--- src/cardinal_pkg.sv ---
package cardinal_pkg;

    //--------------------------------------------------------------------------
    // basic widths, all msb-first like the rest of the core
    typedef logic [0:31] addr_t;     // instruction word or byte address
    typedef logic [0:63] data_t;     // one vector register
    typedef logic [0:4]  reg_idx_t;  // register index

    // major opcodes
    typedef enum logic [0:5] {
        op_alu  = 6'b101010,  // r-type vector alu op
        op_bez  = 6'b100010,  // branch if rd is zero
        op_bnez = 6'b100011,  // branch if rd is not zero
        op_nop  = 6'b111100,
        op_ld   = 6'b100000,
        op_sd   = 6'b100001
    } opcode_e;

    // alu function field
    typedef enum logic [0:5] {
        f_vand = 6'b000001,
        f_vor  = 6'b000010,
        f_vxor = 6'b000011,
        f_vnot = 6'b000100,  // unary on ra
        f_vmov = 6'b000101,  // copies ra
        f_vadd = 6'b000110,
        f_vsub = 6'b000111
    } func_e;

    // selective write modes
    typedef enum logic [0:2] {
        mode_a = 3'b000,  // all bytes
        mode_u = 3'b001,  // upper word
        mode_d = 3'b010,  // lower word
        mode_e = 3'b011,  // even bytes
        mode_o = 3'b100   // odd bytes
    } ppp_e;

    // lane width
    typedef enum logic [0:1] {
        ww_byte   = 2'b00,
        ww_half   = 2'b01,
        ww_word   = 2'b10,
        ww_double = 2'b11
    } ww_e;

    //--------------------------------------------------------------------------
    // instruction word, two decodings of the same 32 bits
    typedef struct packed {
        opcode_e  opcode;
        reg_idx_t rd;
        reg_idx_t ra;
        reg_idx_t rb;
        ppp_e     ppp;
        ww_e      ww;
        func_e    func;
    } r_fmt_t;

    typedef struct packed {
        opcode_e     opcode;
        reg_idx_t    rd;
        reg_idx_t    ra;
        logic [0:15] imm;  // memory address or branch target
    } m_fmt_t;

    typedef union packed {
        r_fmt_t r_fmt;
        m_fmt_t m_fmt;
    } instr_u;

    // decode -> execute register
    typedef struct packed {
        data_t    op_a;       // port 0 operand, store data for sd
        data_t    op_b;
        reg_idx_t rd;
        ppp_e     ppp;
        ww_e      ww;
        func_e    func;
        logic     rf_we;
        logic     mem_en;
        logic     mem_wr_en;
        logic     mem_stall;  // sd, or ld to a nonzero rd
    } dx_t;

    // write-back bus into the register file
    typedef struct packed {
        logic     we;
        reg_idx_t rd;
        ppp_e     ppp;
        data_t    data;
    } wb_t;

    // byte-lane mask of a ppp mode, byte 0 is the msb byte
    function automatic data_t lane_mask(ppp_e ppp);
        logic [0:7] sel;
        data_t      mask;
        case (ppp)
            mode_a:  sel = 8'b1111_1111;
            mode_u:  sel = 8'b1111_0000;
            mode_d:  sel = 8'b0000_1111;
            mode_e:  sel = 8'b1010_1010;
            mode_o:  sel = 8'b0101_0101;
            default: sel = 8'b0000_0000;  // undefined modes write nothing
        endcase
        for (int i = 0; i < 8; i++)
            mask[8*i +: 8] = {8{sel[i]}};
        return mask;
    endfunction

endpackage

--- src/result_stage.sv ---
`timescale 1ns/1ps

module result_stage import cardinal_pkg::*; (
    input  logic  clk,
    input  logic  reset,
    input  logic  stall,
    input  dx_t   dx,
    input  data_t alu_res,
    input  data_t dmem_data_in,  // valid the cycle after the access
    output data_t fwd_data,      // also goes back to decode
    output wb_t   wb
);

    // loads take the memory word, everything else the alu result
    assign fwd_data = dx.mem_en ? dmem_data_in : alu_res;

    // execute/result register
    always_ff @(posedge clk)
    begin
        if (reset)
            wb.we <= 1'b0;
        else if (stall)
            wb.we <= 1'b0;        // bubble, payload left as is
        else
        begin
            wb.we   <= dx.rf_we;
            wb.rd   <= dx.rd;
            wb.ppp  <= dx.ppp;
            wb.data <= fwd_data;
        end
    end

endmodule

--- config.mk ---
export PLATFORM = sky130hd
export DESIGN_NAME = result_stage
export DESIGN_NICKNAME = d
export VERILOG_FILES = /design/src/cardinal_pkg.sv /design/src/result_stage.sv
export SDC_FILE = /design/constraint.sdc
export NUM_CORES = 1
export LEC_CHECK = 0
export ABC_AREA = 1
export BUFFER_PORTS_ARGS = -buffer_cell sky130_fd_sc_hd__buf_2
export CELL_PAD_IN_SITES_DETAIL_PLACEMENT = 1
export CELL_PAD_IN_SITES_GLOBAL_PLACEMENT = 2
export CORE_AREA = 2 2 164 166
export DETAILED_ROUTE_END_ITERATION = 8
export DIE_AREA = 0 0 166 168
export PLACE_DENSITY = 0.7
export SLEW_MARGIN = 10
export SYNTH_ARGS = -nofsm -noshare
export SYNTH_HDL_FRONTEND = slang
export SYNTH_SLANG_ARGS = --single-unit
--- constraint.sdc ---
create_clock -name clk -period 4.8 [get_ports clk]
set_clock_uncertainty 0.15 [all_clocks]
set_input_delay 0.24 -clock clk [delete_from_list [all_inputs] [get_ports clk]]
set_output_delay 0.24 -clock clk [all_outputs]
set_load 0.01 [all_outputs]
==> out/results.tsv <==
stage	metric	value	unit
grt	grt_max_degree	65	
critical_path	crit_path_top_delay_cell	buf_4	
grt	track_usage	0.0975	
routing	drc_errors	0	
pwr	seq_power_share	0.415	
pwr	p_sw_frac	0.252	
pwr	ir_drop	0.185	mV
placement	port_buffers	277	
pwr	pwr-share-clk	0.421	
critical_path	crit_path_start_kind	input port	
timing	rsz0062_at_grt	no	
layout	largest_reg_flops	73	
clock_network	ctsRootBufferMaster	clkbuf_16	
pwr	power-per-cell-area	356	nW/um2
flow_run	maxCapViolCount	0	
layout	layout.nets	851	
yosys	synthArstFlopShare	0	
timing	min_period_over_period	0.448	
timing	fin_tns_setup	0	ns
yosys	synth_area_leader_cell	edfxtp_1	
status	status	finished clean	
critical_path	cp-end-kind	output pin	
layout	syn_to_final_growth	70.3	%
placement	gp_congestion	0.704	
pwr	power_frac_comb	0.164	
routing	dr.pass1.iters	4	
yosys	synth_top_area_share	0.709	
critical_path	slowest_delay	0.53	ns
routing	via_count	3110	
layout	nFillCells	3174	
yosys	yosys_register_bits	73	
grt	grt_pass1_vias	3191	
timing	maxSlewViolCount	0	
clock_network	cts.path.max_buffers	2	
yosys	yosys-top-cells-area	edfxtp_1 (71%), nand2_1 (24%), clkbuf_8 (2.7%)	
routing	routed_wl	13.7	mm
yosys	synth_area_per_cell	10.7	um2
pwr	switching_power	0.000465	W
timing	finalSetupViolCount	0	
placement	place_hpwl	10.8	mm
clock_network	cts_sinks	73	
yosys	synth_warnings	0	
yosys	ys_types	9	
die	die_x	166	um
yosys	syn_nets	564	
routing	ant_nets	0	
pwr	p_int	0.00138	W
clock_network	htreeDepth	3	
timing	maxSlewHeadroom	0.495	
timing	fin_crit	2.15	ns
die	row_count	60	
die	dieHeight	168	um
die	die_area	27900	um2
yosys	synth_most_common_cell	nand2_1	
layout	drive_gt1_frac	0.514	
hold_path	min_from	alu_res[29]	
pwr	p_leak	2.58	nW
yosys	seq_area_frac_synth	0.716	
critical_path	required	4.41	ns
hold_path	hp-class	in2reg	
routing	drtIter0Drc	108	
grt	grt_pass1_wl	20.1	mm
layout	reg.largest.list	wb: 73 flops	
critical_path	crit_chain	buf_2 > inv_2 > buf_4 > nand2_1 > nand2_1 > buf_2	
layout	largest-register	wb	
critical_path	cp-startpoint	dx[2]	
clock_network	cts_buffers	9	
timing	setup_ws	2.65	ns
clock_network	cts_tree	done	
critical_path	critPathKind	in2out	
timing	max_freq	465	MHz
yosys	synth_common_cells	nand2_1 (193), edfxtp_1 (72), buf_2 (6), clkbuf_8 (6), inv_1 (4)	
yosys	synth_edf_count	72	
clock_network	clk_pin_slew_worst_paths	0.06	ns
die	core_area	26400	um2
grt	antenna_found_initial	1	
die	start_util	0.116	
routing	avgRoutedWirePerCell	15.0	um
critical_path	cp.arrival	1.76	ns
critical_path	critPathMaxFanout	35	
yosys	synth_area	3050	um2
timing	timing_worst_slew_pin_value	0.758	ns
die	io_pins	416	
yosys	syn-instance-count	285	
routing	vias_per_cell	3.39	
timing	hold_violations	0	
yosys	ys.flop_type	edfxtp_1	
grt	grt_overflow_total	0	
placement	dp_worst_setup_slack	2.54	ns
## final timing paths
path,endpoint,slack (ns),cells past startpoint
worst max-delay path,fwd_data[44],2.65,6
worst min-delay path,wb[29],0.04,3
## metal layers
metal / up-vias / global-route usage / routed length (um)
met5: - / 0 / 0
li1: 1495 / - / -
met4: 0 / 0.0284 / 167
met1: 1416 / 0.115 / 5600
met3: 10 / 0.0461 / 1530
met2: 189 / 0.158 / 6450
## metrics by stage
step	util	cell area, um2	total power (W)	instances	hold WS, ns
4_1_cts	0.197	5190	0.00189	917	0.0156
6_report	0.197	5190	0.00185	918	0.0433
2_1_floorplan	-	3050	0.000905	285	0.189
3_3_place_gp	0.181	4770	0.00108	893	0.267
3_5_place_dp	0.181	4770	0.00108	893	0.268
5_1_grt	0.197	5190	0.00194	917	0.0322
## power by group through the flow
| stage | clock (W) | combinational (W) | sequential (W) |
|---|---|---|---|
| after floorplan | 0 | 0.0000972 | 0.000808 |
| after global placement | 0 | 0.000302 | 0.000778 |
| after detailed placement | 0 | 0.000305 | 0.000780 |
| after CTS | 0.000815 | 0.000311 | 0.000767 |
| after global routing | 0.000834 | 0.000335 | 0.000772 |
| final | 0.000778 | 0.000302 | 0.000766 |
## layout make-up
class / instances / area [um2] / share of cell area
clock buffers: 9 / 225 / 0.0434
well taps: 341 / 427 / 0.0822
flip-flops and latches: 73 / 2180 / 0.420
inverters: 5 / 20.0 / 0.00386
clock inverters: 6 / 108 / 0.0207
repair buffers: 289 / 1500 / 0.289
multi-input cells: 194 / 728 / 0.140
diodes: 1 / 2.50 / 0.000482
## cell families (layout without fill, tap and decap cells)
kind of cell / after synthesis / in the layout / share of synthesized area
buffers and inverters: 18 / 309 / 0.0455
DFF: 73 / 73 / 0.716
other: 0 / 1 / 0
and+or+nand+nor: 194 / 194 / 0.239
## repair_timing
item,CTS,global route
endpoints found under the hold margin,9,0
resized for setup,0,0
hold buffers,9,0
buffers inserted,0,0
## cells in the final DEF (no fill, tap or decap)
master / count
buf_2: 277
dlygate4sd3_1: 9
clkinv_1: 1
nor2_1: 1
diode_2: 1
clkbuf_16: 9
edfxtp_1: 72
inv_2: 1
nand2_1: 193
clkinv_2: 2
clkinv_4: 1
bufinv_16: 3
buf_4: 3
dfxtp_1: 1
inv_1: 3
## worst max-delay path, delay by kind of cell
kind | cells | cell delay, ns
buf+inv | 4 | 1.24
simple gates | 2 | 0.28
No activity file was read; power rests on OpenSTA's default activity.
