## src/cardinal_pkg.sv

```systemverilog
package cardinal_pkg;

    //--------------------------------------------------------------------------
    // basic widths, all msb-first like the rest of the core
    typedef logic [0:31] addr_t;     // instruction word or byte address
    typedef logic [0:63] data_t;     // one vector register
    typedef logic [0:4]  reg_idx_t;  // register index

    // major opcodes
    typedef enum logic [0:5] {
        op_alu  = 6'b101010,  // r-type vector alu op
        op_bez  = 6'b100010,  // branch if rd is zero
        op_bnez = 6'b100011,  // branch if rd is not zero
        op_nop  = 6'b111100,
        op_ld   = 6'b100000,
        op_sd   = 6'b100001
    } opcode_e;

    // alu function field
    typedef enum logic [0:5] {
        f_vand = 6'b000001,
        f_vor  = 6'b000010,
        f_vxor = 6'b000011,
        f_vnot = 6'b000100,  // unary on ra
        f_vmov = 6'b000101,  // copies ra
        f_vadd = 6'b000110,
        f_vsub = 6'b000111
    } func_e;

    // selective write modes
    typedef enum logic [0:2] {
        mode_a = 3'b000,  // all bytes
        mode_u = 3'b001,  // upper word
        mode_d = 3'b010,  // lower word
        mode_e = 3'b011,  // even bytes
        mode_o = 3'b100   // odd bytes
    } ppp_e;

    // lane width
    typedef enum logic [0:1] {
        ww_byte   = 2'b00,
        ww_half   = 2'b01,
        ww_word   = 2'b10,
        ww_double = 2'b11
    } ww_e;

    //--------------------------------------------------------------------------
    // instruction word, two decodings of the same 32 bits
    typedef struct packed {
        opcode_e  opcode;
        reg_idx_t rd;
        reg_idx_t ra;
        reg_idx_t rb;
        ppp_e     ppp;
        ww_e      ww;
        func_e    func;
    } r_fmt_t;

    typedef struct packed {
        opcode_e     opcode;
        reg_idx_t    rd;
        reg_idx_t    ra;
        logic [0:15] imm;  // memory address or branch target
    } m_fmt_t;

    typedef union packed {
        r_fmt_t r_fmt;
        m_fmt_t m_fmt;
    } instr_u;

    // decode -> execute register
    typedef struct packed {
        data_t    op_a;       // port 0 operand, store data for sd
        data_t    op_b;
        reg_idx_t rd;
        ppp_e     ppp;
        ww_e      ww;
        func_e    func;
        logic     rf_we;
        logic     mem_en;
        logic     mem_wr_en;
        logic     mem_stall;  // sd, or ld to a nonzero rd
    } dx_t;

    // write-back bus into the register file
    typedef struct packed {
        logic     we;
        reg_idx_t rd;
        ppp_e     ppp;
        data_t    data;
    } wb_t;

    // byte-lane mask of a ppp mode, byte 0 is the msb byte
    function automatic data_t lane_mask(ppp_e ppp);
        logic [0:7] sel;
        data_t      mask;
        case (ppp)
            mode_a:  sel = 8'b1111_1111;
            mode_u:  sel = 8'b1111_0000;
            mode_d:  sel = 8'b0000_1111;
            mode_e:  sel = 8'b1010_1010;
            mode_o:  sel = 8'b0101_0101;
            default: sel = 8'b0000_0000;  // undefined modes write nothing
        endcase
        for (int i = 0; i < 8; i++)
            mask[8*i +: 8] = {8{sel[i]}};
        return mask;
    endfunction

endpackage

```

## src/execute_stage.sv

```systemverilog
`timescale 1ns/1ps

module execute_stage import cardinal_pkg::*; (
    input  logic  clk,
    input  logic  reset,
    input  dx_t   dx,
    output data_t alu_res,
    output logic  stall     // one-cycle memory stall
);

    logic stall_flag;  // set during the second cycle of a memory op

    // lane-wise add or subtract, carry never crosses a lane edge
    function automatic data_t lane_addsub(data_t a, data_t b, logic sub, ww_e ww);
        data_t      res;
        logic [0:7] bb;
        logic [8:0] sum;
        logic       carry;
        int         nb;
        nb    = 1 << ww;  // bytes per lane
        carry = sub;
        for (int i = 7; i >= 0; i--)  // lsb byte first
        begin
            if (((i + 1) % nb) == 0)
                carry = sub;          // lowest byte of a lane
            bb  = sub ? ~b[8*i +: 8] : b[8*i +: 8];
            sum = {1'b0, a[8*i +: 8]} + {1'b0, bb} + carry;
            res[8*i +: 8] = sum[7:0];
            carry = sum[8];
        end
        return res;
    endfunction

    //--------------------------------------------------------------------------
    // alu, logic ops have no lanes to worry about
    always_comb
    begin
        case (dx.func)
            f_vand:  alu_res = dx.op_a & dx.op_b;
            f_vor:   alu_res = dx.op_a | dx.op_b;
            f_vxor:  alu_res = dx.op_a ^ dx.op_b;
            f_vnot:  alu_res = ~dx.op_a;
            f_vmov:  alu_res = dx.op_a;
            f_vadd:  alu_res = lane_addsub(dx.op_a, dx.op_b, 1'b0, dx.ww);
            f_vsub:  alu_res = lane_addsub(dx.op_a, dx.op_b, 1'b1, dx.ww);  // ra minus rb
            default: alu_res = '0;
        endcase
    end

    //--------------------------------------------------------------------------
    // memory stall
    // flag flips on each cycle a memory op sits here, so stall is high
    // only in the first of its two cycles
    always_ff @(posedge clk)
    begin
        if (reset)
            stall_flag <= 1'b0;
        else if (dx.mem_stall)
            stall_flag <= ~stall_flag;
    end

    assign stall = dx.mem_stall && !stall_flag;

endmodule

```

## config.mk

```make
export PLATFORM = sky130hd
export DESIGN_NAME = execute_stage
export DESIGN_NICKNAME = d
export VERILOG_FILES = /design/src/cardinal_pkg.sv /design/src/execute_stage.sv
export SDC_FILE = /design/constraint.sdc
export NUM_CORES = 1
export LEC_CHECK = 0
export ABC_AREA = 1
export BUFFER_PORTS_ARGS = -buffer_cell sky130_fd_sc_hd__buf_2
export CORE_ASPECT_RATIO = 1.1
export CORE_MARGIN = 3
export CORE_UTILIZATION = 48
export CTS_BUF_LIST = sky130_fd_sc_hd__clkbuf_8
export DETAILED_ROUTE_END_ITERATION = 6
export GPL_TIMING_DRIVEN = 0
export HOLD_SLACK_MARGIN = 0.05
export PLACE_DENSITY = 0.79
export SYNTH_ARGS = -nofsm -noshare
export SYNTH_HDL_FRONTEND = slang
export SYNTH_SLANG_ARGS = --single-unit
```

## constraint.sdc

```tcl
create_clock -name clk -period 44.5 [get_ports clk]
set_input_delay 6.675 -clock clk [delete_from_list [all_inputs] [get_ports clk]]
set_output_delay 6.675 -clock clk [all_outputs]
set_load 0.01 [all_outputs]
```

==> impl_metrics.toml <==
[worst_setup_path]
worstRegToRegCells = 3
rr_endpoint = "stall_flag"
cp.buffers_inverters = 14
endpoint_kind = "primary output"
cp.depth = 106
timing.rr.start = "stall_flag"
rrSetupSlack_ps = 43870
worstSetupStartpointType = "input pin"
worstSetupPathType = "in2out"
max_stage_delay_ps = 570
crit_path_top_delay_cell = "ha_1"
cp_top_family = "adder cells"
cp_common_cell = "nand2_1"
critPathMaxFanout = 11
arrival_ps = 24540
crit_required_ps = 37830

[floorplanning]
core.rowCount = 54
coreArea_sq_um = 19900
die_h_microns = 156
start_util_pct = 49.0
io-pin-count = 215
dieArea_sq_um = 22100
die_w_microns = 142

[layout]
largest_registers = "stall_flag: 1 flops"
nets = 2183
layout-drive-gt1-share_pct = 14.0
area.growth.synth_to_final_pct = 13.7
fillers = 2025
regMostFlops = "stall_flag"
fin_area_sq_um = 11100
largest_reg_flops = 1

[hold_path]
hold_start = "stall_flag"
holdPathEnd = "stall_flag"
holdPathStages = 2
worst_hold_path_type = "reg2reg"

[detailed_routing]
ant_nets = 0
drc = 0
first_pass_iters = 6
vias = 12200
drt_iter0_drc = 1058
via_per_inst = 5.93
wirelength_microns = 38000
routedWlPerCell_microns = 18.5

[grt]
grt.total_usage_pct = 32.4
grt_max_degree = 13
grt_pass1_wl_microns = 57600
antenna_found_initial = 1
overflow = 0
grt_pass1_vias = 11500

[clock_tree]
postCtsResizedCells = 0
cts.reportedPaths.clkPinSlew_ps = 0
cts.hold.buffers_added = 0
worstSkewPairLatency_ps = 0
cts_setup_buffers = 0

[synthesis]
ys_types = 52
ys.flop_type = "dfxtp_1"
yosys_warnings = 0
synth_seq_cells = 1
synth_enable_flop_cells = 0
syn_area_sq_um = 9770
avgSynthCellArea_sq_um = 6.10
synth-async-reset-ratio_pct = 0
ys_seq_area_share_pct = 0.205
synth_top_area_share_pct = 25.4
synth_top_cell_by_area = "ha_1"
synth_area_leaders = "ha_1 (25%), inv_1 (12%), nand2_1 (9.0%), nor2_1 (7.9%), a21oi_1 (6.0%)"
synth_cells = 1601
syn_nets = 1978

[power_and_ir_drop]
p_leak_nw = 6.17
powerDensity_nw_per_um2 = 10.3
power.internal_mw = 0.0404
ir_drop_mv = 0.00557
combPwrFrac_pct = 99.1
seqPwrFrac_pct = 0.9
clockPowerShare_pct = 0
switching_share_pct = 64.6
switchingPower_mw = 0.0737

[place]
dpl_worst_slack_ps = 13590
routabilityCongestion = 0.993
numPortBuffers = 203
placed_cell_area_sq_um = 11100
dp_hpwl_microns = 29400

[sta]
setup_viol = 0
min_period_over_period_pct = 70.1
fin_skew_ps = 0
slew_headroom_pct = 23.6
rsz0062_at_grt = "no"
finalHoldViolations = 0
max_freq_mhz = 32.0
tightestPinTransition_ps = 1140
setup_tns_ps = 0
slew_viol_final = 0
finalWorstSetupSlack_ps = 13290
fin_crit_ps = 31210

[run_status]
status = "completed"

[flow_run]
drv_cap = 0
-- cell usage in the layout, fill, tap and decap left out, types with 3 or more instances in the layout --
cell       instances
a21oi_1          117
o221ai_1          30
nand2_1          233
nand3_1           59
nand3_2            4
nor2_2             3
a2111o_1           6
nor2_4             4
o211ai_1           5
o31ai_1           23
nand2_2           16
nor2_1           206
o2111ai_1         21
a2111oi_0          9
o311ai_0          13
a211oi_1          12
o21ai_0          112
buf_1              3
o22ai_1           31
inv_1            310
a221oi_1          25
o21bai_1           3
inv_2              5
clkbuf_1          41
nand4_1           22
nand3b_1           4
clkinv_1           4
xor2_1             6
or2_2              3
o21ai_1            5
buf_2            204
ha_1             198
fa_1              29
nor3_1            15
-- layer usage --
metal / GRT usage (%) / wire length, microns / vias to the layer above
li1: - / - / 5810
met1: 38.5 / 14000 / 5476
met2: 55.5 / 17300 / 726
met3: 4.57 / 4170 / 176
met4: 18.8 / 2500 / 2
met5: 0 / 14 / -
-- cells in the mapped netlist, drive strengths merged, types with 7 or more instances --
master	count
a2111oi	9
a211oi	12
a21oi	117
a221oi	25
buf	7
clkbuf	41
fa	29
ha	198
inv	315
nand2	250
nand3	65
nand4	26
nor2	213
nor3	15
o2111ai	21
o21ai	118
o221ai	30
o22ai	31
o311ai	13
o31ai	23
-- final cells by class --
class	count	area [sq um]	share of cell area, %
multi-input combinational	1233	8350	75.3
inverter	319	1200	10.8
timing repair buffer	203	1020	9.15
tap	252	315	2.84
buffer	48	196	1.77
sequential	1	20.0	0.180
antenna	1	2.50	0.0225
-- tightest hold or removal path: stages, from the launching register on --
cell     delay [ps]
dfxtp_1         290
nand2_1          60
a21oi_1          50
-- kinds of logic (layout without fill, tap and decap cells) --
group                    after synthesis  count (layout)  synth area share, %
buffers and inverters                367             570                 14.3
other                                  0               1                    0
AO/OA/AOI/OAI                        421             421                 27.6
flip-flops                             1               1                0.205
XOR/XNOR                               8               8                0.717
adder cells (fa/ha/maj)              227             227                 31.3
AND/OR/NAND/NOR                      577             577                 25.9
-- through the flow --
stage	hold slack [ps]	instances	utilization [%]	total power [mW]
3_5_place_dp	464	2056	55.7	0.111
5_1_grt	503	2056	55.7	0.128
6_report	457	2057	55.7	0.114
4_1_cts	465	2056	55.7	0.112
2_1_floorplan	438	1601	-	0.0786
3_3_place_gp	447	2056	55.7	0.109
-- worst max-delay path by stage --
stage                 from  slack [ps]     endpoint
global placement    dx[10]       13760  alu_res[63]
floorplan           dx[10]       16830  alu_res[63]
detailed placement  dx[10]       13590  alu_res[63]
finish              dx[10]       13290  alu_res[63]
global route        dx[11]       11700  alu_res[63]
CTS                 dx[10]       13570  alu_res[63]
-- power groups by stage --
stage             Clock [mW]  Combinational, mW  Sequential (mW)
2_1_floorplan              0             0.0776          0.00101
3_3_place_gp               0              0.108          0.00101
3_5_place_dp               0              0.110          0.00102
4_1_cts                    0              0.111          0.00102
5_1_grt                    0              0.127          0.00102
6_report       0.00000000302              0.113          0.00101
No activity file was read; power rests on OpenSTA's default activity.
