===== src/cardinal_pkg.sv =====
package cardinal_pkg;

    //--------------------------------------------------------------------------
    // basic widths, all msb-first like the rest of the core
    typedef logic [0:31] addr_t;     // instruction word or byte address
    typedef logic [0:63] data_t;     // one vector register
    typedef logic [0:4]  reg_idx_t;  // register index

    // major opcodes
    typedef enum logic [0:5] {
        op_alu  = 6'b101010,  // r-type vector alu op
        op_bez  = 6'b100010,  // branch if rd is zero
        op_bnez = 6'b100011,  // branch if rd is not zero
        op_nop  = 6'b111100,
        op_ld   = 6'b100000,
        op_sd   = 6'b100001
    } opcode_e;

    // alu function field
    typedef enum logic [0:5] {
        f_vand = 6'b000001,
        f_vor  = 6'b000010,
        f_vxor = 6'b000011,
        f_vnot = 6'b000100,  // unary on ra
        f_vmov = 6'b000101,  // copies ra
        f_vadd = 6'b000110,
        f_vsub = 6'b000111
    } func_e;

    // selective write modes
    typedef enum logic [0:2] {
        mode_a = 3'b000,  // all bytes
        mode_u = 3'b001,  // upper word
        mode_d = 3'b010,  // lower word
        mode_e = 3'b011,  // even bytes
        mode_o = 3'b100   // odd bytes
    } ppp_e;

    // lane width
    typedef enum logic [0:1] {
        ww_byte   = 2'b00,
        ww_half   = 2'b01,
        ww_word   = 2'b10,
        ww_double = 2'b11
    } ww_e;

    //--------------------------------------------------------------------------
    // instruction word, two decodings of the same 32 bits
    typedef struct packed {
        opcode_e  opcode;
        reg_idx_t rd;
        reg_idx_t ra;
        reg_idx_t rb;
        ppp_e     ppp;
        ww_e      ww;
        func_e    func;
    } r_fmt_t;

    typedef struct packed {
        opcode_e     opcode;
        reg_idx_t    rd;
        reg_idx_t    ra;
        logic [0:15] imm;  // memory address or branch target
    } m_fmt_t;

    typedef union packed {
        r_fmt_t r_fmt;
        m_fmt_t m_fmt;
    } instr_u;

    // decode -> execute register
    typedef struct packed {
        data_t    op_a;       // port 0 operand, store data for sd
        data_t    op_b;
        reg_idx_t rd;
        ppp_e     ppp;
        ww_e      ww;
        func_e    func;
        logic     rf_we;
        logic     mem_en;
        logic     mem_wr_en;
        logic     mem_stall;  // sd, or ld to a nonzero rd
    } dx_t;

    // write-back bus into the register file
    typedef struct packed {
        logic     we;
        reg_idx_t rd;
        ppp_e     ppp;
        data_t    data;
    } wb_t;

    // byte-lane mask of a ppp mode, byte 0 is the msb byte
    function automatic data_t lane_mask(ppp_e ppp);
        logic [0:7] sel;
        data_t      mask;
        case (ppp)
            mode_a:  sel = 8'b1111_1111;
            mode_u:  sel = 8'b1111_0000;
            mode_d:  sel = 8'b0000_1111;
            mode_e:  sel = 8'b1010_1010;
            mode_o:  sel = 8'b0101_0101;
            default: sel = 8'b0000_0000;  // undefined modes write nothing
        endcase
        for (int i = 0; i < 8; i++)
            mask[8*i +: 8] = {8{sel[i]}};
        return mask;
    endfunction

endpackage


===== src/register_file.sv =====
`timescale 1ns/1ps

module register_file import cardinal_pkg::*; (
    input  logic     clk,
    input  logic     reset,
    input  wb_t      wb,         // write port from result stage
    input  reg_idx_t rd_addr_0,
    input  reg_idx_t rd_addr_1,
    output data_t    rd_data_0,
    output data_t    rd_data_1
);

    data_t regs [0:31];  // register 0 is writable too
    data_t wr_mask;      // byte lanes touched by this write

    assign wr_mask = lane_mask(wb.ppp);

    // read with write-through of a same-cycle write, lane by lane
    function automatic data_t read_port(data_t stored, reg_idx_t addr, wb_t w, data_t m);
        if (w.we && (w.rd == addr))
            return (stored & ~m) | (w.data & m);
        return stored;
    endfunction

    //--------------------------------------------------------------------------
    // write port
    always_ff @(posedge clk)
    begin
        if (reset)
        begin
            for (int i = 0; i < 32; i++)
                regs[i] <= '0;
        end
        else if (wb.we)
        begin
            // unselected lanes keep their old value
            regs[wb.rd] <= (regs[wb.rd] & ~wr_mask) | (wb.data & wr_mask);
        end
    end

    //--------------------------------------------------------------------------
    // two combinational read ports
    assign rd_data_0 = read_port(regs[rd_addr_0], rd_addr_0, wb, wr_mask);
    assign rd_data_1 = read_port(regs[rd_addr_1], rd_addr_1, wb, wr_mask);

endmodule


===== config.mk =====
export PLATFORM = sky130hd
export DESIGN_NAME = register_file
export DESIGN_NICKNAME = d
export VERILOG_FILES = /design/src/cardinal_pkg.sv /design/src/register_file.sv
export SDC_FILE = /design/constraint.sdc
export NUM_CORES = 2
export LEC_CHECK = 0
export BUFFER_PORTS_ARGS = -buffer_cell sky130_fd_sc_hd__buf_4
export CAP_MARGIN = 40
export CELL_PAD_IN_SITES_DETAIL_PLACEMENT = 2
export CELL_PAD_IN_SITES_GLOBAL_PLACEMENT = 2
export CORE_MARGIN = 2
export CORE_UTILIZATION = 50
export CTS_CLUSTER_DIAMETER = 30
export DETAILED_ROUTE_END_ITERATION = 6
export GPL_ROUTABILITY_DRIVEN = 0
export PLACE_DENSITY_LB_ADDON = 0.2
export SETUP_SLACK_MARGIN = 0.15
export SLEW_MARGIN = 20
export SYNTH_ARGS = -nofsm -noshare
export SYNTH_HDL_FRONTEND = slang
export SYNTH_SLANG_ARGS = --single-unit

===== constraint.sdc =====
create_clock -name clk -period 10.4 [get_ports clk]
set_clock_uncertainty 0.05 [all_clocks]
set_input_delay 0.52 -clock clk [delete_from_list [all_inputs] [get_ports clk]]
set_output_delay 0.52 -clock clk [all_outputs]
set_load 0.02 [all_outputs]

==> results.toml, run 1 <==
[outcome]
run_status = "aborted with a tool error"
halt_stage = "5_1_grt"
error_line = "[ERROR GRT-0232] Routing congestion too high. Check the congestion heatmap in the GUI."

[synth]
yosys_register_bits = 2048
synth_edf_count = 2048
syn-num-nets = 9049
synthXorXnorAreaFrac_pct = 0.07075
synth.area.mux_share_pct = 28.57
postSynthCellCount = 8964
complex_gate_fraction_of_the_synthesized_area_pct = 6.633
yosysWarnings = 0
yosys.area_share.simple_pct = 10.60
postSynth.topFlopCell = "edfxtp_1"
postSynthAreaPerCell_um2 = 13.81
synth_top_family_by_area = "multiplexers"
yosys.cell_types.count = 79
syn-cell-area_um2 = 123800
synth-seq-area-share_pct = 49.68
yosys.area_share.adder_pct = 0
asyncSetResetFlopFracSynth_pct = 0

[clocking]
postCtsSetupRepairBufs = 0
max-clock-path-buffers = 4
cts-buffers-inserted = 548
postCtsResizedCells = 0
number_of_sinks_driven_by_the_clock_tree = 2048
clockRootBuffer = "clkbuf_16"
cts_hold_buf = 15
cts.htree.levels = 6

[die]
chipWidth_um = 501.6
dieHeight_um = 501.6
row_count = 182
ioPinCount = 213
initial_utilization_pct = 50.29

[place]
hpwl_mm = 439.0
port-buffer-count = 212

[global_route]
maximum_number_of_pins_on_one_net_before_global_route_repair = 124
grt_remaining_overflow = 1851
track_usage_pct = 90.11
## cell usage after synthesis, types with 59 or more instances
cell / n / area (um2)
a21oi_1: 168 / 840.8
a221oi_1: 110 / 963.4
a22oi_1: 271 / 2034
buf_1: 85 / 319.1
buf_2: 339 / 1697
buf_4: 84 / 630.6
clkbuf_1: 582 / 2185
edfxtp_1: 2048 / 61500
mux2i_1: 400 / 4004
mux4_2: 1366 / 30760
nand2_1: 275 / 1032
nand2b_1: 77 / 481.7
nand3_1: 59 / 295.3
nor2_1: 817 / 3067
nor3_1: 1440 / 7207
o22ai_1: 143 / 894.6
## logic make-up after synthesis
kind of cell           Yosys count
AO/OA/AOI/OAI                 1108
XOR/XNOR                        10
buffers and inverters         1160
flip-flops                    2048
multiplexers                  1819
AND/OR/NAND/NOR               2819
## per-stage QoR
stage	util, %	cell area, um2	hold WS [ns]	worst slack [ns]	cells
detailed placement	53.09	130700	0.9072	4.762	11830
floorplan	-	123800	0.7373	6.534	8964
CTS	60.27	148400	0.002806	4.586	12790
global placement	52.10	128200	0.8739	4.579	11720
## routing by layer
layer / GRT overflow / GRT usage (%)
met1: 192 / 89.46
met2: 743 / 96.37
met3: 201 / 85.83
met4: 689 / 88.37
met5: 26 / 75.32
==> inputs of run 2 (changes only) <==
Settings changed: CELL_PAD_IN_SITES_DETAIL_PLACEMENT 2 to unset, CELL_PAD_IN_SITES_GLOBAL_PLACEMENT 2 to unset, CORE_UTILIZATION 50 to 35, CTS_CLUSTER_DIAMETER 30 to unset, PLACE_DENSITY_LB_ADDON 0.2 to 0.15, SETUP_SLACK_MARGIN 0.15 to unset.
==> results.toml, run 2 <==
[layout]
reg.largest.list = "regs: 2048 flops"
final_net_count = 8926
final_layout_size_suffix_gt1_share_pct = 31.01
largest_register_ffs = 2048
area.growth.synth_to_final_pct = 14.27
final_cells = 13870
layout_commonest_cell = "edfxtp_1"
top_register = "regs"
most-common-layout-cells = "edfxtp_1, nor3_1, mux4_2"

[outcome]
violations = "design-rule violations"
run_status = "finished with violations"

[die]
dieArea_um2 = 358500
dieHeight_um = 598.7
placeableCoreArea_um2 = 352400
initial_utilization_pct = 35.13
chipWidth_um = 598.7
ioPinCount = 213
row_count = 218

[route]
drtIter0Drc = 20380
router_iterations_before_antenna_repair = 7
detail_route.wl_per_cell_um = 51.61
vias_per_cell = 7.576
ant_nets = 0
routed-via-count = 105000
postRouteWirelength_mm = 715.6
post-route-drc-count = 6

[clocking]
tritoncts = "yes"
cts-buffers-inserted = 245
postCtsResizedCells = 0
clk-insertion-delay-late_ns = 1.03
clkSlewWorstSetupHoldPaths_ns = 0.06
max-clock-path-buffers = 4
clockRootBuffer = "clkbuf_16"
cts.htree.levels = 4
number_of_sinks_driven_by_the_clock_tree = 2048
postCtsSetupRepairBufs = 0

[power]
peakVddDrop_v = 0.0001518
power_leakage_uw = 0.04770
total_power_uw = 22940
pwr_density_cell_nw_per_um2 = 162.2

[critical_path]
cp_max_fo = 45
worst_ep_arrival_time_ns = 5.11
reg2reg_slack_ns = 7.41
worstPathRequired_ns = 9.83
r2r_end = "regs[22][20]$_SDFFCE_PN0P_"
regToRegStartpoint = "regs[19][20]$_SDFFCE_PN0P_"
reg2regPathDepth = 6
timing_worst_setup_path_type = "input port to output pin"
end_kind = "output pin"
worst_setup_path_start_kind = "input port"

[min_path]
min-delay-path-class = "input port to flip-flop"
min_from = "wb[57]"
min_to = "regs[7][57]$_SDFFCE_PN0P_"
hold_path_depth = 3

[sta]
final.setup.tns_ns = 0
period_share_pct = 54.58
slew_violations = 0
final.min_clock_period_ns = 5.676
hold_violations = 0
setup_repair_after_global_routing_missed_its_margin = "no"
timing.hold.ws_ns = 0.008858
timing_worst_slew_pin_value_ns = 1.106
max_clock_freq_ghz = 0.1762
maxSlewHeadroom_pct = 26.29
report.final.setup_viol = 0

[synth]
syn-cell-area_um2 = 123800
yosys_register_bits = 2048
synth_top_area_share_pct = 49.68
netlist.top_cell.by_area = "edfxtp_1"
yosys.cell_types.count = 79
netlist_top_cells_area = "edfxtp_1, mux4_2, nor3_1"
syn-num-nets = 9049
netlist_top_cells_count = "edfxtp_1, nor3_1, mux4_2"
synth_edf_count = 2048
post-synth-top-count-cell = "edfxtp_1"
postSynth.topFlopCell = "edfxtp_1"
postSynthAreaPerCell_um2 = 13.81
postSynthCellCount = 8964
asyncSetResetFlopFracSynth_pct = 0
yosysWarnings = 0
synth-seq-area-share_pct = 49.68

[place]
hpwl_mm = 427.5
numPlacedInstances = 13290
port-buffer-count = 212

[global_route]
track_usage_pct = 39.03
maximum_number_of_pins_on_one_net_before_global_route_repair = 107
grt_remaining_overflow = 0
grt_pass1_vias = 97960
grt_pass1_wl_mm = 934.2
grt_antenna_before_repair = 72

[run]
max_cap_violations = 0
==> run 2: cell counts after synthesis <==
No cell type changed its count.
==> run 2: worst max-delay path by stage <==
stage            startpoint                    endpoint  slack (ns)  cells after the start
3_3_place_gp         wb[67]  regs[25][60]$_SDFFCE_PN0P_        4.81                      8
2_1_floorplan        wb[68]   regs[18][0]$_SDFFCE_PN0P_        6.53                      9
4_1_cts        rd_addr_1[1]               rd_data_1[19]        4.93                     10
6_report       rd_addr_1[1]               rd_data_1[19]        4.72                     10
3_5_place_dp         wb[67]  regs[19][41]$_SDFFCE_PN0P_        4.81                      7
5_1_grt        rd_addr_1[1]               rd_data_1[19]        4.83                     10
==> run 2: worst max-delay path, stage by stage <==
cell	delay [ns]
buf_8	0.29
buf_4	0.55
buf_4	0.66
buf_4	0.78
mux2i_1	0.34
a221oi_1	0.93
a21oi_1	0.14
nor4_1	0.31
a211o_1	0.27
buf_4	0.19
==> run 2: repair_timing <==
action,CTS,global route
hold buffers,17,0
endpoints found under the setup margin,0,0
hold endpoints to repair,66,0
==> run 2: power breakdown <==
part / internal, uW / switching (uW)
clock: 5160 / 3930
combinational: 1380 / 2840
sequential: 9390 / 237
==> run 2: per-layer routing <==
metal,up-vias,global-route usage (%),wire length (um)
li1,36590,-,-
met1,54450,48.19,243800
met2,11030,54.81,298100
met3,2902,15.34,109800
met4,56,29.57,63380
met5,-,0.1070,582
==> run 2: kinds of logic after synthesis <==
group | count (synthesis) | synth area share, %
and+or+nand+nor | 2819 | 10.60
xor gates and xnor gates | 10 | 0.07075
buffers and inverters | 1160 | 4.446
DFF | 2048 | 49.68
AOI/OAI and AO/OA | 1108 | 6.633
muxes | 1819 | 28.57
==> run 2: area by class of cell <==
class / instances / area (um2)
repair buffers: 772 / 7604
clock buffers: 284 / 6299
well taps: 4730 / 5918
diodes: 87 / 217.7
fillers: 32950 / 211000
inverters: 18 / 80.08
flip-flops and latches: 2048 / 61500
multi-input cells: 5756 / 58030
clock inverters: 170 / 1797
==> run 2: per-stage QoR <==
step	utilization, %	setup slack, ns	instance area (um2)
6_report	40.14	4.724	141400
5_1_grt	40.08	4.832	141300
4_1_cts	39.97	4.928	140900
3_5_place_dp	37.63	4.805	132600
3_3_place_gp	37.03	4.807	130500
2_1_floorplan	-	6.534	123800
Note: power is estimated with default switching activity, not from simulation.
