<file path="config.mk">
export PLATFORM = sky130hd
export DESIGN_NAME = instr_fetch
export DESIGN_NICKNAME = d
export VERILOG_FILES = /design/src/cardinal_pkg.sv /design/src/instr_fetch.sv
export SDC_FILE = /design/constraint.sdc
export NUM_CORES = 1
export LEC_CHECK = 0
export BUFFER_PORTS_ARGS = -buffer_cell sky130_fd_sc_hd__buf_2
export CAP_MARGIN = 0
export CORE_MARGIN = 4
export CORE_UTILIZATION = 45
export DETAILED_ROUTE_END_ITERATION = 8
export PLACE_DENSITY = 0.86
export SYNTH_ARGS = -nofsm -noshare
export SYNTH_HDL_FRONTEND = slang
export SYNTH_SLANG_ARGS = --single-unit
</file>
<file path="constraint.sdc">
create_clock -name clk -period 2.2 [get_ports clk]
set_clock_uncertainty 0.05 [all_clocks]
set_input_delay 0.44 -clock clk [delete_from_list [all_inputs] [get_ports clk]]
set_output_delay 0.44 -clock clk [all_outputs]
set_load 0.01 [all_outputs]
</file>
<file path="src/cardinal_pkg.sv">
package cardinal_pkg;

    //--------------------------------------------------------------------------
    // basic widths, all msb-first like the rest of the core
    typedef logic [0:31] addr_t;     // instruction word or byte address
    typedef logic [0:63] data_t;     // one vector register
    typedef logic [0:4]  reg_idx_t;  // register index

    // major opcodes
    typedef enum logic [0:5] {
        op_alu  = 6'b101010,  // r-type vector alu op
        op_bez  = 6'b100010,  // branch if rd is zero
        op_bnez = 6'b100011,  // branch if rd is not zero
        op_nop  = 6'b111100,
        op_ld   = 6'b100000,
        op_sd   = 6'b100001
    } opcode_e;

    // alu function field
    typedef enum logic [0:5] {
        f_vand = 6'b000001,
        f_vor  = 6'b000010,
        f_vxor = 6'b000011,
        f_vnot = 6'b000100,  // unary on ra
        f_vmov = 6'b000101,  // copies ra
        f_vadd = 6'b000110,
        f_vsub = 6'b000111
    } func_e;

    // selective write modes
    typedef enum logic [0:2] {
        mode_a = 3'b000,  // all bytes
        mode_u = 3'b001,  // upper word
        mode_d = 3'b010,  // lower word
        mode_e = 3'b011,  // even bytes
        mode_o = 3'b100   // odd bytes
    } ppp_e;

    // lane width
    typedef enum logic [0:1] {
        ww_byte   = 2'b00,
        ww_half   = 2'b01,
        ww_word   = 2'b10,
        ww_double = 2'b11
    } ww_e;

    //--------------------------------------------------------------------------
    // instruction word, two decodings of the same 32 bits
    typedef struct packed {
        opcode_e  opcode;
        reg_idx_t rd;
        reg_idx_t ra;
        reg_idx_t rb;
        ppp_e     ppp;
        ww_e      ww;
        func_e    func;
    } r_fmt_t;

    typedef struct packed {
        opcode_e     opcode;
        reg_idx_t    rd;
        reg_idx_t    ra;
        logic [0:15] imm;  // memory address or branch target
    } m_fmt_t;

    typedef union packed {
        r_fmt_t r_fmt;
        m_fmt_t m_fmt;
    } instr_u;

    // decode -> execute register
    typedef struct packed {
        data_t    op_a;       // port 0 operand, store data for sd
        data_t    op_b;
        reg_idx_t rd;
        ppp_e     ppp;
        ww_e      ww;
        func_e    func;
        logic     rf_we;
        logic     mem_en;
        logic     mem_wr_en;
        logic     mem_stall;  // sd, or ld to a nonzero rd
    } dx_t;

    // write-back bus into the register file
    typedef struct packed {
        logic     we;
        reg_idx_t rd;
        ppp_e     ppp;
        data_t    data;
    } wb_t;

    // byte-lane mask of a ppp mode, byte 0 is the msb byte
    function automatic data_t lane_mask(ppp_e ppp);
        logic [0:7] sel;
        data_t      mask;
        case (ppp)
            mode_a:  sel = 8'b1111_1111;
            mode_u:  sel = 8'b1111_0000;
            mode_d:  sel = 8'b0000_1111;
            mode_e:  sel = 8'b1010_1010;
            mode_o:  sel = 8'b0101_0101;
            default: sel = 8'b0000_0000;  // undefined modes write nothing
        endcase
        for (int i = 0; i < 8; i++)
            mask[8*i +: 8] = {8{sel[i]}};
        return mask;
    endfunction

endpackage

</file>
<file path="src/instr_fetch.sv">
`timescale 1ns/1ps

module instr_fetch import cardinal_pkg::*; #(
    parameter addr_t pc_reset_value = 32'h0
) (
    input  logic   clk,
    input  logic   reset,
    input  logic   stall,     // memory stall from execute
    input  logic   br_taken,  // branch resolved in decode
    input  addr_t  br_addr,
    input  addr_t  instr_in,  // word from instruction memory
    output addr_t  pc,
    output instr_u fetched    // fetch/decode register
);

    // program counter, reset first, then stall, then branch
    always_ff @(posedge clk)
    begin
        if (reset)
            pc <= pc_reset_value;
        else if (!stall)
        begin
            if (br_taken)
                pc <= br_addr;    // absolute target
            else
                pc <= pc + 32'd4;
        end
    end

    // fetch/decode register
    always_ff @(posedge clk)
    begin
        if (reset)
            fetched <= {op_nop, 26'd0};      // start with a bubble
        else if (!stall)
        begin
            if (br_taken)
                fetched.r_fmt.opcode <= op_nop;  // kill the word fetched behind the branch
            else
                fetched <= instr_in;
        end
    end

endmodule

</file>
==> metrics list, run 1 <==
* # Post-CTS Setup Buffers: 0
- In the layout the commonest cells are sky130_fd_sc_hd__buf_2 (131), sky130_fd_sc_hd__nand2_1 (75), sky130_fd_sc_hd__dfxtp_1 (64).
- Layout-stage area growth over the synthesis result: 30.6%
- Static leakage power: 1.88 nW
- The floorplan step set the die height to 93.0 µm.
* Total routing usage reported by global routing: between 20% and 30%
* Vias/cell: 5.96
- Total wire length after detailed routing: 10600 µm
- Flip-flop cell with the highest count after synthesis: sky130_fd_sc_hd__dfxtp_1
* Number of antenna violations at the first check in global routing: 0
- Violation count after the first detailed-routing iteration: 233
* TritonCTS Buffers: 9
- Critical Path End Type: flip-flop
- TritonCTS clock tree: built
- Pin placement for this block handled 132 I/O pins.
- After layout, the minimum clock period comes to approximately 2000 ps.
- Pin count of the biggest net entering global routing: 61
* Async set-reset flop share out of synthesis: 0%
* Router iterations before antenna repair: 5
- After synthesis, flip-flops and latches occupy 39.4% of the total area.
- For the worst setup path, the data required time is 2340 ps.
* Count of state elements after synthesis: 64
- Yosys printed 0 warnings.
* Hold bufs inserted after CTS: 0
* Avg WL per Cell: 16.4 µm
* Fraction of power consumed by sequential logic: 49.6%
- Power Dens Cells: 610 mW/mm²
- Clk slew on worst S/H paths: around 70 ps
- Overall power consumption: approximately 0.0026 W
- Final count of negative-setup-slack endpoints: 0
- The final layout contains 616 nets.
* Startpoint types: flip-flop
- Share of power burned in the clock network: about a third
- Number of distinct library cell variants in the gate-level netlist after synthesis: 58
- After synthesis, the largest area contributor takes up 39.4% of total cell area.
- Each instance of the synthesized netlist takes up on average 7.81 µm².
* Number of sinks on the clock net: 64
- Peak supply drop: 379 µV
* Total number of vias: ~3900
- Highest cell delay on the worst timing path: a little under 500 ps
- Max-slew violation count: 0
* Post-synth EDFFs: 0
- The critical path in this run is classified as reg2reg.
* Routed Antenna Nets: 0
- Remaining Overflow, GRT: 0
- Cell type with the highest aggregate area in the netlist: sky130_fd_sc_hd__dfxtp_1
- The clock reaches the later pin of the worst-skew pair after between 300 and 400 ps.
* RD Place Congestion: 0.930
- Net count after synthesis: 485
- Setup total negative slack on the finished layout was measured at 0 ps.
* Switching power share of the total: between 20 and 30%
* Leading cell types by total area after synthesis: sky130_fd_sc_hd__dfxtp_1 (39%), sky130_fd_sc_hd__nand2_1 (8.7%), sky130_fd_sc_hd__a21oi_1 (6.3%), sky130_fd_sc_hd__a22oi_1 (3.7%), sky130_fd_sc_hd__nor2_1 (3.2%)
- Synthesized instance count: about 420
- Summed over all nets, the switching power comes to about 0.00075 W.
- Kind of cell with the highest combined delay on the critical path: simple AND/OR/NAND/NOR gates
- Total of fill cells in the finished design: 658
* Share of post-route cells with drive strength above 1: 32.8%
* Resized Gates After CTS: 0
* Hold/Removal Path Class: in2reg
- Die Width: 93.0 µm
- First-pass GRT wire length: 16800 µm
- The internal portion of the total power is 0.00184 W.
- Clock Tree Buf Depth: 2
* Netlist area before placement: 0.00325 mm²
* RSZ-0062 raised after global routing: no
- Relative slew slack: between 50% and 60%
* Detailed placer's ending HPWL: 7610 µm
* Critical Path Fanout Max: 7
- Portion of total power attributed to combinational logic: between 10% and 20%
- Max-cap violations in this run came to 0.
* Leading cell type in the layout, fill and taps excluded: sky130_fd_sc_hd__buf_2
* Starting density of the core: a little under half
- The number of buffers and inverters on the critical path is 0.
- Port bufs: 131
* Remaining DRCs: 0
- Number of global-route vias before repair: 3585
* Cells along the critical path: ha_1 -> nand4_1 -> nor4_1 -> and4_1 -> nor3_1
- Transition time of the tightest slew-check pin: 654 ps
- The repair_antennas step left the layout with diodes totalling 0.
- After floorplanning, the core was sized to cover between 0.006 and 0.007 mm².
* Die area: 0.00865 mm²
- The flow ran to the end, and the final reports show no timing, DRC or antenna violations.
* Highest attainable clock frequency: 489 MHz
* Final Hold Violating Endpoints: 0
- CP max-delay cell: sky130_fd_sc_hd__nor4_1
- CTS built an H-tree with a depth of 3.
* CTS root buffer: sky130_fd_sc_hd__clkbuf_8
- Of the available clock period, the critical path in the final layout requires 93.0%.
- Row count: 30
* Crit path DAT: 2190 ps
-- stage by stage --
stage | instances | util (%) | hold slack (ps) | worst slack [ps] | instance area [µm²]
2_1_floorplan | 416 | - | 431 | 298 | 3250
3_3_place_gp | 632 | 58.9 | 389 | 128 | 4070
3_5_place_dp | 632 | 58.9 | 395 | 20.0 | 4070
4_1_cts | 648 | 61.3 | 261 | 6.23 | 4240
5_1_grt | 648 | 61.4 | 271 | 46.9 | 4240
6_report | 648 | 61.4 | 280 | 155 | 4240
-- layer usage --
| layer | track usage, % | up-vias | part of all wire (%) |
|---|---|---|---|
| met5 | 0 | - | 0 |
| met4 | 9.04 | 0 | 2.8 |
| met3 | 7.40 | 35 | 11 |
| met2 | 38.3 | 250 | 46 |
| met1 | 30.0 | 1774 | 40 |
| li1 | - | 1800 | - |
-- cells by family (layout without fill, tap and decap cells) --
| family | after synthesis | in the layout | share of synthesized area (%) |
|---|---|---|---|
| buffers and inverters | 43 | 179 | 5.20 |
| AND/OR/NAND/NOR | 181 | 181 | 28.0 |
| multiplexers | 8 | 8 | 2.54 |
| adder cells (fa/ha/maj) | 1 | 1 | 0.385 |
| AO/OA/AOI/OAI | 119 | 119 | 24.4 |
| flip-flops | 64 | 64 | 39.4 |
-- final timing paths --
| path | slack, ps | depth (start not counted) | from | to |
|---|---|---|---|---|
| setup / recovery | 150 | 5 | pc[2]$_SDFFE_PP0N_ | pc[26]$_SDFFE_PP0N_ |
| hold / removal | 280 | 3 | instr_in[28] | fetched[28]$_SDFFE_PP1N_ |
| setup reg to reg | 150 | 5 | pc[2]$_SDFFE_PP0N_ | pc[26]$_SDFFE_PP0N_ |
| hold reg to reg | 400 | 2 | fetched[20]$_SDFFE_PP0P_ | fetched[20]$_SDFFE_PP0P_ |
-- cells in the mapped netlist (9+ instances only) --
library cell               number
sky130_fd_sc_hd__dfxtp_1       64
sky130_fd_sc_hd__a22oi_1       16
sky130_fd_sc_hd__o21ai_0        9
sky130_fd_sc_hd__nand4_1       12
sky130_fd_sc_hd__nor3_1         9
sky130_fd_sc_hd__nor2_1        28
sky130_fd_sc_hd__and3_1         9
sky130_fd_sc_hd__clkbuf_1      24
sky130_fd_sc_hd__nand3_1       16
sky130_fd_sc_hd__nand2_1       75
sky130_fd_sc_hd__a31oi_1        9
sky130_fd_sc_hd__a21oi_1       41
-- layout make-up --
cell class	instances	area, µm²	area share (%)
timing repair buffer	155	836	19.7
multi-input combinational	309	1810	42.7
clock inverter	4	20.0	0.472
tap	96	120	2.83
inverter	8	30.0	0.708
clock buffer	12	145	3.42
sequential	64	1280	30.2
-- worst reg2reg max path, stage by stage (launching register included) --
cell	delay, ps
sky130_fd_sc_hd__dfxtp_1	420
sky130_fd_sc_hd__ha_1	290
sky130_fd_sc_hd__nand4_1	350
sky130_fd_sc_hd__nor4_1	500
sky130_fd_sc_hd__and4_1	260
sky130_fd_sc_hd__nor3_1	50
-- power groups by stage --
stage	Combinational, W	Sequential (W)	Clock (W)
floorplan	0.000195	0.00133	0
global placement	0.000410	0.00130	0
detailed placement	0.000420	0.00131	0
CTS	0.000422	0.00128	0.000904
global route	0.000465	0.00129	0.000962
finish	0.000425	0.00128	0.000881
-- registers in the layout, indices dropped and copies added (netlist names) --
signal / cells
pc: 32
fetched: 32
Note: power is estimated with default switching activity, not from simulation.
==> inputs of run 2 (changes only) <==
--- a/config.mk
+++ b/config.mk
@@ -5,6 +5,7 @@
 export SDC_FILE = /design/constraint.sdc
 export NUM_CORES = 1
 export LEC_CHECK = 0
+export ABC_AREA = 1
 export BUFFER_PORTS_ARGS = -buffer_cell sky130_fd_sc_hd__buf_2
 export CAP_MARGIN = 0
 export CORE_MARGIN = 4
==> run 2 against run 1 <==
Synthesized cell count is 24% higher. Sequential cell count stayed put. Hold slack got worse by 21 ps. Via count shrank 4.4%. Critical path type unchanged. Clock-buffer cell count shrank 2. Cell count grew 15%. Sequential power about the same.
==> metrics list, run 2 <==
- The final worst hold slack was 259 ps (was 280 ps).
- The net count of the finished layout came to 714 (was 616).
* Most frequent cells in the layout: sky130_fd_sc_hd__nand2_1 (134), sky130_fd_sc_hd__buf_2 (131), sky130_fd_sc_hd__nor2_1 (103) (was sky130_fd_sc_hd__buf_2 (131), sky130_fd_sc_hd__nand2_1 (75), sky130_fd_sc_hd__dfxtp_1 (64))
* Count of state elements after synthesis: 64 (unchanged)
- Crit path DAT: 1950 ps (was 2190 ps)
- The total negative slack for setup checks came to 0 ps (unchanged).
- Power Dens Cells: 633 mW/mm² (was 610 mW/mm²)
- TritonCTS Buffers: 9 (unchanged)
- The layer with the highest usage is met2 (unchanged).
* Core footprint: 0.00698 mm² (was 0.00691 mm²)
* Layout-stage area growth over the synthesis result: 28.6% (was 30.6%)
- The type of the most critical hold path is in2reg (unchanged).
* Post-synth EDFFs: 0 (unchanged)
- The DRC violation count after routing was 0 (unchanged).
- The number of buffer and inverter instances along the worst setup path came to 0 (unchanged).
* Max-cap violations: 0 (unchanged)
* Cell with the most instances after synthesis: sky130_fd_sc_hd__nand2_1 (unchanged)
- First-pass GRT wire length: 15800 µm (was 16800 µm)
- Clk slew on worst S/H paths: 70 ps (about the same)
- The share of synthesized area occupied by flip-flops and latches came to 38.7% (was 39.4%).
* Depth of the worst register-to-register path: 8 (was 5)
* # Post-CTS Setup Buffers: 0 (unchanged)
- Startpoint of the most critical register-to-register path: pc[2]$_SDFFE_PP0N_ (unchanged)
- The path length in cells of the critical path is 8 (was 5).
- Number of global-route vias before repair: 3402 (was 3585)
* Synthesized instance count: 517 (was 416)
- The final cycle utilization of the critical path is 78.1% (was 93.0%).
- Static leakage power: 1.96 nW (was 1.88 nW)
- Portion of total power attributed to combinational logic: 13.5% (was 16.4%)
- The type of the worst setup path is reg2reg (unchanged).
- Row count: 30 (unchanged)
- Setup slack, reg-to-reg: 480 ps (was 150 ps)
* Critical Path End Type: flip-flop (unchanged)
* Most frequent cell on the critical path: sky130_fd_sc_hd__nand2_1
- The net switching fraction of the power was 28.1% (was 28.9%).
- The initial cell density of the core came to 47.4% (was 47.1%).
- The worst slew margin relative to its limit came to 64.8% (was 56.4%).
* Hold bufs inserted after CTS: 0 (unchanged)
* Number of warnings issued by yosys: 0 (unchanged)
- DP Worst Slack: 389 ps (was 20.0 ps)
* Leading cell types by total area after synthesis: sky130_fd_sc_hd__dfxtp_1 (39%), sky130_fd_sc_hd__nand2_1 (15%), sky130_fd_sc_hd__nor2_1 (12%), sky130_fd_sc_hd__o21ai_0 (7.7%), sky130_fd_sc_hd__inv_1 (5.2%) (was sky130_fd_sc_hd__dfxtp_1 (39%), sky130_fd_sc_hd__nand2_1 (8.7%), sky130_fd_sc_hd__a21oi_1 (6.3%), sky130_fd_sc_hd__a22oi_1 (3.7%), sky130_fd_sc_hd__nor2_1 (3.2%))
* Final Hold Violating Endpoints: 0 (unchanged)
- The net switching power is 0.000757 W (was 0.000749 W).
- The count of inserted antenna diode cells was 0 (unchanged).
* Peak supply drop: 348 µV (was 379 µV)
- Highest attainable clock frequency: 582 MHz (was 489 MHz)
- Die area: 0.00879 mm² (was 0.00865 mm²)
- Total routing usage reported by global routing: 22.7% (was 23.9%)
* Total placed cells including tap cells: 730 (was 632)
- The synthesized area is 0.00331 mm² (was 0.00325 mm²).
- The CTS tree is built (unchanged).
- CP max-delay cell: sky130_fd_sc_hd__dfxtp_1 (was sky130_fd_sc_hd__nor4_1)
- Share of post-route cells with drive strength above 1: 26.9% (was 32.8%)
* Clock Tree Buf Depth: 2 (unchanged)
- The depth of the CTS H-tree was 3 (unchanged).
* Outcome: complete, no violations (unchanged)
* Last element of the critical path: pc[10]$_SDFFE_PP0N_ (was pc[26]$_SDFFE_PP0N_)
- Reg2reg end: pc[10]$_SDFFE_PP0N_ (was pc[26]$_SDFFE_PP0N_)
- The post-synthesis area per instance is 6.40 µm² (was 7.81 µm²).
* Resized Gates After CTS: 0 (unchanged)
- Detailed placer's ending HPWL: 7300 µm (was 7610 µm)
- Vias/cell: 4.95 (was 5.96)
- Cell type with the highest aggregate area in the netlist: sky130_fd_sc_hd__dfxtp_1 (unchanged)
- The number of top-level pins is 132 (unchanged).
* Number of distinct library cell variants in the gate-level netlist after synthesis: 23 (was 58)
- Routed Antenna Nets: 0 (unchanged)
- Number of sinks on the clock net: 64 (unchanged)
- Flip-flop cell with the highest count after synthesis: sky130_fd_sc_hd__dfxtp_1 (unchanged)
* Required time of the critical path: 2430 ps (was 2340 ps)
* Max-slew violation count: 0 (unchanged)
- Startpoint types: flip-flop (unchanged)
- The number of port buffers is 131 (unchanged).
- Largest registers: fetched x32, pc x32 (unchanged)
* Post-layout util: 60.9% (was 61.4%)
- Router iterations before antenna repair: 5 (unchanged)
* Met1 Track Usage GR: 27.3% (was 30.0%)
- The global-route congestion overflow total was 0 (unchanged).
- Total number of vias: 3691 (was 3859)
* Final count of negative-setup-slack endpoints: 0 (unchanged)
* Violation count after the first detailed-routing iteration: 173 (was 233)
- Most instantiated cells after synthesis: sky130_fd_sc_hd__nand2_1 (134), sky130_fd_sc_hd__nor2_1 (103), sky130_fd_sc_hd__dfxtp_1 (64) (was sky130_fd_sc_hd__nand2_1 (75), sky130_fd_sc_hd__dfxtp_1 (64), sky130_fd_sc_hd__a21oi_1 (41))
- The met2 demand-to-capacity share in global routing came to 37.6% (was 38.3%).
- Minimum clock period after layout: 1720 ps (was 2050 ps)
* Critical Path Fanout Max: 6 (was 7)
- Cells along the critical path: ha_1 -> nand2_1 -> nor2_1 -> nand2_2 -> nor2_2 -> xor2_1 -> nand2_1 -> a21oi_1 (was ha_1 -> nand4_1 -> nor4_1 -> and4_1 -> nor3_1)
- Die Width: 93.7 µm (was 93.0 µm)
- Async set-reset flop share out of synthesis: 0% (unchanged)
- Net count after synthesis: 586 (was 485)
* Avg WL per Cell: 13.1 µm (was 16.4 µm)
- Highest cell delay on the worst timing path: 420 ps (was 490 ps)
* Final cell count without fillers: 746 (was 648)
- The share of the synthesized area in the top cell type was 38.7% (was 39.4%).
* Fraction of power consumed by sequential logic: 47.6% (was 49.6%)
* Number of antenna violations at the first check in global routing: 0 (unchanged)
- The start point of the critical path is pc[2]$_SDFFE_PP0N_ (unchanged).
* Total wire length after detailed routing: 9780 µm (was 10600 µm)
* Grt met3 use: 7.37% (was 7.40%)
* Kind of cell with the highest combined delay on the critical path: simple AND/OR/NAND/NOR gates (unchanged)
- RSZ-0062 raised after global routing: no (unchanged)
* Crit path setup slack, layout: 481 ps (was 155 ps)
- Share of power burned in the clock network: 38.8% (was 34.0%)
- Pin count of the biggest net entering global routing: 33 (was 61)
- The clock network latency to the later pin of the worst-skew pair was 340 ps (was 330 ps).
* Total of fill cells in the finished design: 669 (was 658)
* Pint: 0.00194 W (was 0.00184 W)
- The worst-margin pin slew came to 527 ps (was 654 ps).
- The vertical die dimension is 93.7 µm (was 93.0 µm).
- Leading cell type in the layout, fill and taps excluded: sky130_fd_sc_hd__nand2_1 (was sky130_fd_sc_hd__buf_2)
- CTS root buffer: sky130_fd_sc_hd__clkbuf_8 (unchanged)
- The placer congestion estimate came to 0.924 (was 0.930).
[run 2: changes by cell type after synthesis, moves of 11 or more]
cell,previous run,this run
sky130_fd_sc_hd__a21oi_1,41,28
sky130_fd_sc_hd__inv_1,7,46
sky130_fd_sc_hd__o21ai_0,9,51
sky130_fd_sc_hd__clkbuf_1,24,12
sky130_fd_sc_hd__a22oi_1,16,0
sky130_fd_sc_hd__nand4_1,12,0
sky130_fd_sc_hd__nor2_1,28,103
sky130_fd_sc_hd__xor2_1,0,11
sky130_fd_sc_hd__nand2_1,75,134
[run 2: cells by family after synthesis]
kind of cell             after synthesis  share of synthesized area, %
buffers and inverters                 70                          8.25
flip-flops                            64                          38.7
AO/OA/AOI/OAI                         95                          15.4
adder cells (fa/ha/maj)                1                         0.378
XOR/XNOR                              11                          2.91
AND/OR/NAND/NOR                      276                          34.4
[run 2: per-layer routing]
metal / up-vias / part of all wire [%]
met2: 169 / 48
met5: - / 0
li1: 1879 / -
met3: 16 / 9.3
met4: 0 / 1.8
met1: 1627 / 41
[run 2: worst min-delay path: stages]
cell and delay, ps:
sky130_fd_sc_hd__buf_2 80, sky130_fd_sc_hd__o22ai_1 60, sky130_fd_sc_hd__nand2_1 50
[run 2: how the worst min path moves through the flow]
stage	start	slack, ps	end	depth (start not counted)
floorplan	fetched[26]$_SDFFE_PP0N_	440	fetched[26]$_SDFFE_PP0N_	2
global placement	fetched[28]$_SDFFE_PP1N_	410	fetched[28]$_SDFFE_PP1N_	2
detailed placement	fetched[29]$_SDFFE_PP1N_	410	fetched[29]$_SDFFE_PP1N_	2
CTS	instr_in[29]	240	fetched[29]$_SDFFE_PP1N_	3
global route	instr_in[8]	250	fetched[8]$_SDFFE_PP0P_	3
finish	instr_in[29]	260	fetched[29]$_SDFFE_PP1N_	3
[run 2: power by group through the flow]
stage / combinational (W) / sequential (W) / clock, W
global route: 0.000410 / 0.00129 / 0.00111
CTS: 0.000368 / 0.00128 / 0.00107
finish: 0.000365 / 0.00128 / 0.00105
global placement: 0.000358 / 0.00130 / 0
floorplan: 0.000165 / 0.00133 / 0
detailed placement: 0.000367 / 0.00131 / 0
[run 2: layout make-up]
| type | count | area (µm²) | area share, % |
|---|---|---|---|
| Clock buffer | 10 | 138 | 3.24 |
| Inverter | 50 | 188 | 4.41 |
| Tap cell | 96 | 120 | 2.82 |
| Timing Repair Buffer | 137 | 701 | 16.5 |
| Sequential cell | 64 | 1280 | 30.1 |
| Multi-Input combinational cell | 383 | 1760 | 41.4 |
| Clock inverter | 6 | 67.6 | 1.59 |
[run 2: metrics by stage]
step | total power (W) | instance area, µm²
detailed placement | 0.00167 | 4050
global route | 0.00282 | 4250
floorplan | 0.00149 | 3310
CTS | 0.00272 | 4250
global placement | 0.00166 | 4050
finish | 0.00269 | 4250
